$ cat src/debug_defines.svh
`ifndef DEBUG_DEFINES_SVH
`define DEBUG_DEFINES_SVH

`default_nettype none

// host command bytes
`define DBG_CMD_LOAD      8'd1
`define DBG_CMD_RUN       8'd4
`define DBG_CMD_STEP      8'd5
`define DBG_CMD_SEND_BR   8'd6
`define DBG_CMD_SEND_PC   8'd7
`define DBG_CMD_SEND_MEM  8'd8

// data memory as seen by a dump
`define DBG_DM_DEPTH      64
`define DBG_DM_ADDR_W     6

// register bank
`define DBG_BR_COUNT      32
`define DBG_BR_ADDR_W     5

// instruction memory byte address
`define DBG_IM_ADDR_W     16

// outgoing byte queue
`define DBG_FIFO_DEPTH    8
`define DBG_FIFO_ADDR_W   3

`default_nettype wire

`endif

$ cat src/debug_pkg.sv
`include "debug_defines.svh"
`default_nettype none

package debug_pkg;

    // debug unit FSM
    typedef enum logic [2:0] {
        st_idle,     // waiting for a command byte
        st_size,     // two size bytes of a load
        st_data,     // program bytes of a load
        st_run,      // cpu free running until halt
        st_send_br,  // register bank dump
        st_send_pc,  // program counter dump
        st_send_mem  // data memory dump
    } dbg_state_t;

    // instruction memory write port
    typedef struct packed {
        logic [`DBG_IM_ADDR_W-1:0] addr; // byte address
        logic [7:0]                data;
    } im_write_t;

    // one queued output byte
    typedef struct packed {
        logic [7:0] data;
        logic       last; // final byte of a dump
    } tx_byte_t;

    // byte handed over by the uart receiver
    typedef struct packed {
        logic       done; // one cycle strobe
        logic [7:0] data;
    } uart_rx_t;

endpackage

`default_nettype wire

$ cat src/debug_unit.sv
`timescale 1ns/1ps
`include "debug_defines.svh"
`default_nettype none

module debug_unit (
    input  wire logic                        i_clock,
    input  wire logic                        i_reset,
    input  wire debug_pkg::uart_rx_t         i_rx,
    input  wire logic                        i_hlt,
    input  wire logic [31:0]                 i_pc_value,
    input  wire logic [31:0]                 i_br_data,
    input  wire logic [7:0]                  i_dm_data,
    input  wire logic                        i_fifo_full,
    output debug_pkg::im_write_t             o_im_wr,
    output logic                             o_im_write_enable,
    output logic                             o_cpu_enable,
    output logic [`DBG_BR_ADDR_W-1:0]        o_br_addr,
    output logic [`DBG_DM_ADDR_W-1:0]        o_dm_addr,
    output logic                             o_push,
    output debug_pkg::tx_byte_t              o_push_byte
);
    import debug_pkg::*;

    // last register and last memory byte of a dump
    localparam logic [`DBG_BR_ADDR_W-1:0] br_last = `DBG_BR_ADDR_W'(`DBG_BR_COUNT - 1);
    localparam logic [`DBG_DM_ADDR_W-1:0] dm_last = `DBG_DM_ADDR_W'(`DBG_DM_DEPTH - 1);

    dbg_state_t                 state;
    logic                       size_hi;  // next size byte is the upper one
    logic [`DBG_IM_ADDR_W-1:0]  size_q;   // program length in bytes
    logic [`DBG_IM_ADDR_W-1:0]  im_addr;  // next write address
    logic [1:0]                 byte_sel; // byte of the current 32 bit word
    logic [`DBG_BR_ADDR_W-1:0]  br_addr;
    logic [`DBG_DM_ADDR_W-1:0]  dm_addr;

    // lsb first slicing of a word
    function automatic logic [7:0] word_byte(input logic [31:0] word, input logic [1:0] sel);
        return word[{sel, 3'b000} +: 8];
    endfunction

    assign o_br_addr = br_addr; // datapath answers in the same cycle
    assign o_dm_addr = dm_addr;

    // byte offered to the fifo while dumping
    always_comb begin
        o_push      = 1'b0;
        o_push_byte = '{data: 8'h00, last: 1'b0};
        case (state)
            st_send_br: begin
                o_push           = !i_fifo_full;
                o_push_byte.data = word_byte(i_br_data, byte_sel);
                o_push_byte.last = (br_addr == br_last) && (byte_sel == 2'd3);
            end
            st_send_pc: begin
                o_push           = !i_fifo_full;
                o_push_byte.data = word_byte(i_pc_value, byte_sel);
                o_push_byte.last = (byte_sel == 2'd3);
            end
            st_send_mem: begin
                o_push           = !i_fifo_full;
                o_push_byte.data = i_dm_data;
                o_push_byte.last = (dm_addr == dm_last);
            end
            default: ; // nothing to send
        endcase
    end

    always_ff @(posedge i_clock) begin
        if (i_reset) begin
            state             <= st_idle;
            size_hi           <= 1'b0;
            size_q            <= '0;
            im_addr           <= '0;
            byte_sel          <= '0;
            br_addr           <= '0;
            dm_addr           <= '0;
            o_im_write_enable <= 1'b0;
            o_cpu_enable      <= 1'b0;
        end else begin
            o_im_write_enable <= 1'b0; // strobes default low
            o_cpu_enable      <= 1'b0;
            case (state)
                st_idle: begin
                    // counters start from zero for every command
                    size_hi  <= 1'b0;
                    im_addr  <= '0;
                    byte_sel <= '0;
                    br_addr  <= '0;
                    dm_addr  <= '0;
                    if (i_rx.done) begin
                        case (i_rx.data)
                            `DBG_CMD_LOAD:     state <= st_size;
                            `DBG_CMD_RUN: begin
                                state        <= st_run;
                                o_cpu_enable <= 1'b1;
                            end
                            `DBG_CMD_STEP:     o_cpu_enable <= 1'b1; // single cycle
                            `DBG_CMD_SEND_BR:  state <= st_send_br;
                            `DBG_CMD_SEND_PC:  state <= st_send_pc;
                            `DBG_CMD_SEND_MEM: state <= st_send_mem;
                            default: ;         // unknown byte dropped
                        endcase
                    end
                end
                st_size: begin
                    if (i_rx.done) begin
                        if (!size_hi) begin
                            size_q[7:0] <= i_rx.data; // low byte first
                            size_hi     <= 1'b1;
                        end else begin
                            size_q[15:8] <= i_rx.data;
                            // empty program goes straight back
                            if ({i_rx.data, size_q[7:0]} == '0)
                                state <= st_idle;
                            else
                                state <= st_data;
                        end
                    end
                end
                st_data: begin
                    if (i_rx.done) begin
                        o_im_write_enable <= 1'b1;
                        im_addr           <= im_addr + 1'b1;
                        if (im_addr == size_q - 1'b1)
                            state <= st_idle; // last program byte
                    end
                end
                st_run: begin
                    if (i_hlt)
                        state <= st_idle;
                    else
                        o_cpu_enable <= 1'b1;
                end
                st_send_br: begin
                    if (o_push) begin
                        byte_sel <= byte_sel + 1'b1;
                        if (byte_sel == 2'd3) begin
                            br_addr <= br_addr + 1'b1; // next register
                            if (br_addr == br_last)
                                state <= st_idle;
                        end
                    end
                end
                st_send_pc: begin
                    if (o_push) begin
                        byte_sel <= byte_sel + 1'b1;
                        if (byte_sel == 2'd3)
                            state <= st_idle;
                    end
                end
                st_send_mem: begin
                    if (o_push) begin
                        dm_addr <= dm_addr + 1'b1;
                        if (dm_addr == dm_last)
                            state <= st_idle;
                    end
                end
                default: state <= st_idle;
            endcase
        end
    end

    // write port payload follows the received byte
    always_ff @(posedge i_clock) begin
        if (state == st_data && i_rx.done)
            o_im_wr <= '{addr: im_addr, data: i_rx.data};
    end

endmodule

`default_nettype wire

$ cat src/tx_fifo.sv
`timescale 1ns/1ps
`include "debug_defines.svh"
`default_nettype none

module tx_fifo (
    input  wire logic                 i_clock,
    input  wire logic                 i_reset,
    input  wire logic                 i_push,
    input  wire debug_pkg::tx_byte_t  i_push_byte,
    input  wire logic                 i_pop,
    output debug_pkg::tx_byte_t       o_head,
    output logic                      o_empty,
    output logic                      o_full
);
    import debug_pkg::*;

    localparam logic [`DBG_FIFO_ADDR_W:0] full_count =
        (`DBG_FIFO_ADDR_W + 1)'(`DBG_FIFO_DEPTH);

    tx_byte_t                    mem [`DBG_FIFO_DEPTH];
    logic [`DBG_FIFO_ADDR_W-1:0] wr_ptr;
    logic [`DBG_FIFO_ADDR_W-1:0] rd_ptr;
    logic [`DBG_FIFO_ADDR_W:0]   count;   // entries held
    logic                        do_push;
    logic                        do_pop;

    assign do_push = i_push && !o_full;  // guarded
    assign do_pop  = i_pop && !o_empty;

    always_ff @(posedge i_clock) begin
        if (i_reset) begin
            wr_ptr <= '0;
            rd_ptr <= '0;
            count  <= '0;
        end else begin
            if (do_push)
                wr_ptr <= wr_ptr + 1'b1; // wraps at depth
            if (do_pop)
                rd_ptr <= rd_ptr + 1'b1;
            case ({do_push, do_pop})
                2'b10:   count <= count + 1'b1;
                2'b01:   count <= count - 1'b1;
                default: ; // both or neither keeps count
            endcase
        end
    end

    // storage
    always_ff @(posedge i_clock) begin
        if (do_push)
            mem[wr_ptr] <= i_push_byte;
    end

    assign o_head  = mem[rd_ptr]; // peek without pop
    assign o_empty = (count == '0);
    assign o_full  = (count == full_count);

endmodule

`default_nettype wire

$ cat src/tx_sender.sv
`timescale 1ns/1ps
`default_nettype none

module tx_sender (
    input  wire logic                 i_clock,
    input  wire logic                 i_reset,
    input  wire debug_pkg::tx_byte_t  i_head,
    input  wire logic                 i_empty,
    input  wire logic                 i_tx_done,
    output logic                      o_pop,
    output logic [7:0]                o_tx_data,
    output logic                      o_tx_start,
    output logic                      o_dump_done
);
    import debug_pkg::*;

    typedef enum logic {
        s_idle,
        s_busy  // transmitter owns the byte
    } sender_state_t;

    sender_state_t state;
    tx_byte_t      cur;   // byte on the line

    assign o_pop = (state == s_idle) && !i_empty;

    always_ff @(posedge i_clock) begin
        if (i_reset) begin
            state      <= s_idle;
            o_tx_start <= 1'b0;
        end else begin
            o_tx_start <= 1'b0;
            case (state)
                s_idle: begin
                    if (o_pop) begin
                        state      <= s_busy;
                        o_tx_start <= 1'b1; // one cycle start
                    end
                end
                s_busy: begin
                    if (i_tx_done)
                        state <= s_idle; // free for next pop
                end
                default: state <= s_idle;
            endcase
        end
    end

    always_ff @(posedge i_clock) begin
        if (o_pop)
            cur <= i_head;
    end

    assign o_tx_data   = cur.data;
    // end of a dump seen on the line
    assign o_dump_done = (state == s_busy) && i_tx_done && cur.last;

endmodule

`default_nettype wire

$ cat src/debug_top.sv
`timescale 1ns/1ps
`include "debug_defines.svh"
`default_nettype none

module debug_top (
    input  wire logic                        i_clock,
    input  wire logic                        i_reset,
    input  wire debug_pkg::uart_rx_t         i_rx,
    input  wire logic                        i_hlt,
    input  wire logic [31:0]                 i_pc_value,
    input  wire logic [31:0]                 i_br_data,
    input  wire logic [7:0]                  i_dm_data,
    input  wire logic                        i_tx_done,
    output debug_pkg::im_write_t             o_im_wr,
    output logic                             o_im_write_enable,
    output logic                             o_cpu_enable,
    output logic [`DBG_BR_ADDR_W-1:0]        o_br_addr,
    output logic [`DBG_DM_ADDR_W-1:0]        o_dm_addr,
    output logic [7:0]                       o_tx_data,
    output logic                             o_tx_start,
    output logic                             o_dump_done
);
    import debug_pkg::*;

    logic     push;      // producer to fifo
    tx_byte_t push_byte;
    logic     fifo_full;
    tx_byte_t head;      // fifo to sender
    logic     fifo_empty;
    logic     pop;

    // command decoder and dump producer
    debug_unit debug_unit_inst (
        .i_clock           (i_clock),
        .i_reset           (i_reset),
        .i_rx              (i_rx),
        .i_hlt             (i_hlt),
        .i_pc_value        (i_pc_value),
        .i_br_data         (i_br_data),
        .i_dm_data         (i_dm_data),
        .i_fifo_full       (fifo_full),
        .o_im_wr           (o_im_wr),
        .o_im_write_enable (o_im_write_enable),
        .o_cpu_enable      (o_cpu_enable),
        .o_br_addr         (o_br_addr),
        .o_dm_addr         (o_dm_addr),
        .o_push            (push),
        .o_push_byte       (push_byte)
    );

    tx_fifo tx_fifo_inst (
        .i_clock     (i_clock),
        .i_reset     (i_reset),
        .i_push      (push),
        .i_push_byte (push_byte),
        .i_pop       (pop),
        .o_head      (head),
        .o_empty     (fifo_empty),
        .o_full      (fifo_full)
    );

    // uart transmitter side
    tx_sender tx_sender_inst (
        .i_clock     (i_clock),
        .i_reset     (i_reset),
        .i_head      (head),
        .i_empty     (fifo_empty),
        .i_tx_done   (i_tx_done),
        .o_pop       (pop),
        .o_tx_data   (o_tx_data),
        .o_tx_start  (o_tx_start),
        .o_dump_done (o_dump_done)
    );

endmodule

`default_nettype wire

$ cat config.mk
export PLATFORM = sky130hd
export DESIGN_NAME = debug_top
export DESIGN_NICKNAME = d
export VERILOG_FILES = /design/src/debug_pkg.sv /design/src/debug_unit.sv /design/src/tx_fifo.sv /design/src/tx_sender.sv /design/src/debug_top.sv
export VERILOG_INCLUDE_DIRS = /design/src
export SDC_FILE = /design/constraint.sdc
export NUM_CORES = 1
export LEC_CHECK = 0
export ABC_CLOCK_PERIOD_IN_PS = 3000
export BUFFER_PORTS_ARGS = -buffer_cell sky130_fd_sc_hd__buf_4
export CAP_MARGIN = 20
export CORE_MARGIN = 1.5
export CORE_UTILIZATION = 56
export CTS_BUF_LIST = sky130_fd_sc_hd__clkbuf_16
export DETAILED_ROUTE_END_ITERATION = 16
export MAX_ROUTING_LAYER = met4
export PLACE_DENSITY = 0.79
export REMOVE_ABC_BUFFERS = 1
export SYNTH_ARGS = -nofsm -noshare
export SYNTH_HDL_FRONTEND = slang
export SYNTH_SLANG_ARGS = --single-unit
export TNS_END_PERCENT = 20
$ cat constraint.sdc
create_clock -name i_clock -period 3 [get_ports i_clock]
set_input_delay 0.15 -clock i_clock [delete_from_list [all_inputs] [get_ports i_clock]]
set_output_delay 0.15 -clock i_clock [all_outputs]
set_load 0.02 [all_outputs]
==> reports/summary.md <==
The most critical setup path has its endpoint at tx_fifo_inst.count[3]$_SDFFE_PP0P_. The die covers 14800 sq um. On the critical path, the stage with the largest delay is an instance of sky130_fd_sc_hd__nor4_1.

Hold is met by 0.0312 ns. The tools report the launch instance of the worst register-to-register path as tx_fifo_inst.count[3]$_SDFFE_PP0P_. The worst setup path is captured at a register. After detailed placement, the total cell area comes to 9030 sq um.

The logs give 5.68 mW for the overall power consumption and 0.562 for the sequential cell area fraction in the yosys report. The number of remaining DRC errors came out at 0. Vias per cell: 5.80. At the placement stage, the worst setup path has a slack of 0.399 ns. The min-delay analysis places its worst path in the category primary input to register.

The initial detailed-routing violation count is 472, and the number of distinct library cell variants in the gate-level netlist after synthesis is 51. Summing every instance area after synthesis gives 7860 sq um. The logs give 652 for the number of instances in the synthesized netlist and 0.939 for the final estimated routing congestion in global placement. Based on the critical path, the design can be clocked at up to 0.382 GHz. The count of nets after finishing came out at 887. The die outline width came out at 121 microns. The residual overflow from global routing is 0. After clock tree synthesis, the setup repair step added 0 buffers.

Number of global-route vias before repair: 5724. The final-report max-slew violation count is 0, and the final setup TNS is 0 ns. Once layout is complete, the cells apart from fillers number 982.

Relative slew slack: 0.332. For the sink count of the clock tree, the log shows 168. Data on the critical path is required at its endpoint by 3.36 ns.

Grouping stages by cell kind, the critical path spends the most delay in simple AND/OR/NAND/NOR gates. The power per cell area is 587 nW/um^2. The tools report the standard cell core area as 13800 sq um. Once detail routing completed, the nets flagged for antenna violations numbered 0. The average footprint of a synthesized cell is 12.1 sq um. The biggest area consumer among synthesized cells is sky130_fd_sc_hd__edfxtp_1. Once placement completed, the tool counted placed cells totaling 942. In this run the deepest clock path goes through 2 buffers.

The finished cells cover 9690 sq um. VDD sags by at most 0.000429 V. For the first-pass GRT wire length, the log shows 29800 microns.

The average routed wire per standard cell was 19.0 microns. The aggregate routed wire length came out at 18600 microns. The placement row count came out at 43. Setup violations remaining at the end of the flow were counted as 0.

The run gives 5 as the count of TritonRoute iterations in the first routing pass. Worst stage delay on the critical path: 0.54 ns. The most critical setup path has its startpoint at tx_fifo_inst.count[3]$_SDFFE_PP0P_. The tools report the number of antenna diodes as 0. In this run the worst path has a maximum fanout of 5.

The top-area cell type share of the netlist area is 0.401, and the post-detailed-placement half-perimeter wirelength is 13100 microns. The count of synthesis-stage warnings from yosys was 0; the final clock skew was 0.00978 ns. The number of cells on the critical path is 9.

The logs give 2.98 ns for the arrival time of data at the critical path endpoint and 0.43 ns for the clock insertion delay at the later pin of the skew report. Counting the buffers created by CTS gives 17. The run gives 0 as the count of cells resized by post-cts repair. Synthesis inferred 168 register bits. The analysis attributes to cell leakage a power of 3.73 nW. TritonCTS built the clock tree.

Setup repair after global routing left no endpoint under its margin. The number of antenna violations at the first check in global routing came out at 0. The tools report the terminus of the critical flop-to-flop path as tx_fifo_inst.count[3]$_SDFFE_PP0P_. In this run the clock root is driven by a sky130_fd_sc_hd__clkbuf_16. The final critical-path required period is 2.62 ns. The launching element type of the critical path is a register.

The logs give 0 for the number of max-capacitance violations reported and 4 for the number of levels in the clock H-tree. The number of flops mapped to enable cells by yosys works out to 105. Path type of the worst setup path: register to register. For flop-to-flop paths, the worst setup slack is 0.38 ns. Relative to the synthesized area, the layout overhead comes to 23.3%.

For the starting density of the core, the log shows 0.570. Walking the worst path, the cells encountered are nor4_1, nor2_1, ha_1, ha_1, a21o_1, a21oi_1, xnor2_1, or3_1, a21oi_1. The critical path contains buffers and inverters numbering 0 combined. Layout cell share with drive strength beyond 1: 0.282. The chip height is 121 microns. The routed layout has 5693 vias.

The maximum number of pins on one net before global-route repair was 45. For this design, the CTS-stage hold fixing added 8 buffers. The fraction of synthesis flops using an asynchronous set or reset pin is 0. The period utilization works out to 0.873. Clock-pin slew was measured on the worst setup and hold paths at 0.07 ns. The final worst slack is 0.380 ns, and the transition at the pin with the smallest max-transition slack is 0.992 ns. The run finished with clean final reports.

The utilization after layout was 0.703; the total routing resource utilization after global routing was 0.275. The number of ports placed on the die boundary was 132; the number of hold violations in the final report was 0. The commonest register cell after synthesis was sky130_fd_sc_hd__edfxtp_1. The length in cells of the worst reg-to-reg path is 9. By area the synthesized netlist is led by sky130_fd_sc_hd__edfxtp_1, sky130_fd_sc_hd__dfxtp_1, sky130_fd_sc_hd__mux4_2. The count of input and output buffers came out at 131.
[layout make-up]
class | count | area, sq um
inverters | 11 | 41.3
well taps | 180 | 225
multi-input cells | 431 | 3210
repair buffers | 160 | 1220
clock inverters | 15 | 154
fillers | 985 | 4080
flip-flops and latches | 168 | 4410
clock buffers | 17 | 425
[cells by family after synthesis]
kind of cell    synth area share
compound gates            0.0763
xor+xnor                  0.0524
fa+ha+maj                 0.0217
buf+inv                   0.0299
flops                      0.562
mux                        0.128
simple gates               0.130
[placed cells by master (no fill, tap or decap), types with 23 or more instances in the layout]
cell type and count:
sky130_fd_sc_hd__a21oi_1 32, sky130_fd_sc_hd__buf_4 152, sky130_fd_sc_hd__dfxtp_1 63, sky130_fd_sc_hd__edfxtp_1 105
sky130_fd_sc_hd__mux2i_1 32, sky130_fd_sc_hd__mux4_2 26, sky130_fd_sc_hd__nand2_1 35, sky130_fd_sc_hd__nor2_1 70
sky130_fd_sc_hd__o21ai_0 27, sky130_fd_sc_hd__xnor2_1 23, sky130_fd_sc_hd__xor2_1 24
[Yosys cell counts, types with 9 or more instances]
library cell	n
sky130_fd_sc_hd__nand4_1	9
sky130_fd_sc_hd__and3_1	13
sky130_fd_sc_hd__mux2i_1	32
sky130_fd_sc_hd__ha_1	12
sky130_fd_sc_hd__xor2_1	24
sky130_fd_sc_hd__nor2_1	70
sky130_fd_sc_hd__nor4_1	10
sky130_fd_sc_hd__xnor2_1	23
sky130_fd_sc_hd__nand2_1	35
sky130_fd_sc_hd__edfxtp_1	105
sky130_fd_sc_hd__inv_1	11
sky130_fd_sc_hd__mux4_2	26
sky130_fd_sc_hd__o21ai_0	27
sky130_fd_sc_hd__a211oi_1	15
sky130_fd_sc_hd__dfxtp_1	63
sky130_fd_sc_hd__a21oi_1	32
sky130_fd_sc_hd__nand3_1	19
sky130_fd_sc_hd__mux2_2	9
sky130_fd_sc_hd__clkbuf_1	27
sky130_fd_sc_hd__nor3_1	17
[worst min path at each step]
stage / startpoint / end / cells past startpoint
6_report: i_rx[3] / debug_unit_inst.o_im_wr[3]$_DFFE_PP_ / 1
5_1_grt: i_rx[3] / debug_unit_inst.o_im_wr[3]$_DFFE_PP_ / 1
4_1_cts: i_rx[3] / debug_unit_inst.o_im_wr[3]$_DFFE_PP_ / 1
3_5_place_dp: i_tx_done / tx_sender_inst.state$_SDFF_PP0_ / 2
3_3_place_gp: i_tx_done / tx_sender_inst.state$_SDFF_PP0_ / 2
2_1_floorplan: i_reset / debug_unit_inst.byte_sel[0]$_SDFFE_PP0P_ / 1
[flip-flops by register name (all words and copies together) (netlist names), 2 cells and up]
signal                     count
tx_fifo_inst.mem              72
debug_unit_inst.o_im_wr       24
debug_unit_inst.im_addr       16
debug_unit_inst.size_q        16
tx_sender_inst.o_tx_data       8
debug_unit_inst.o_dm_addr      6
debug_unit_inst.o_br_addr      5
tx_fifo_inst.count             4
debug_unit_inst.state          3
tx_fifo_inst.rd_ptr            3
tx_fifo_inst.wr_ptr            3
debug_unit_inst.byte_sel       2
[per-layer routing]
metal,vias up,part of all wire,global-route usage
li1,2686,-,-
met1,2760,0.42,0.357
met2,221,0.50,0.447
met3,26,0.057,0.0522
met4,0,0.014,0.0721
met5,-,0,-
[power breakdown]
group          switching, mW  internal, mW  total (mW)
registers             0.0807          2.55        2.63
logic                  0.463         0.447       0.910
clock network          0.964          1.18        2.14
Power figures use the tool's default switching activity.
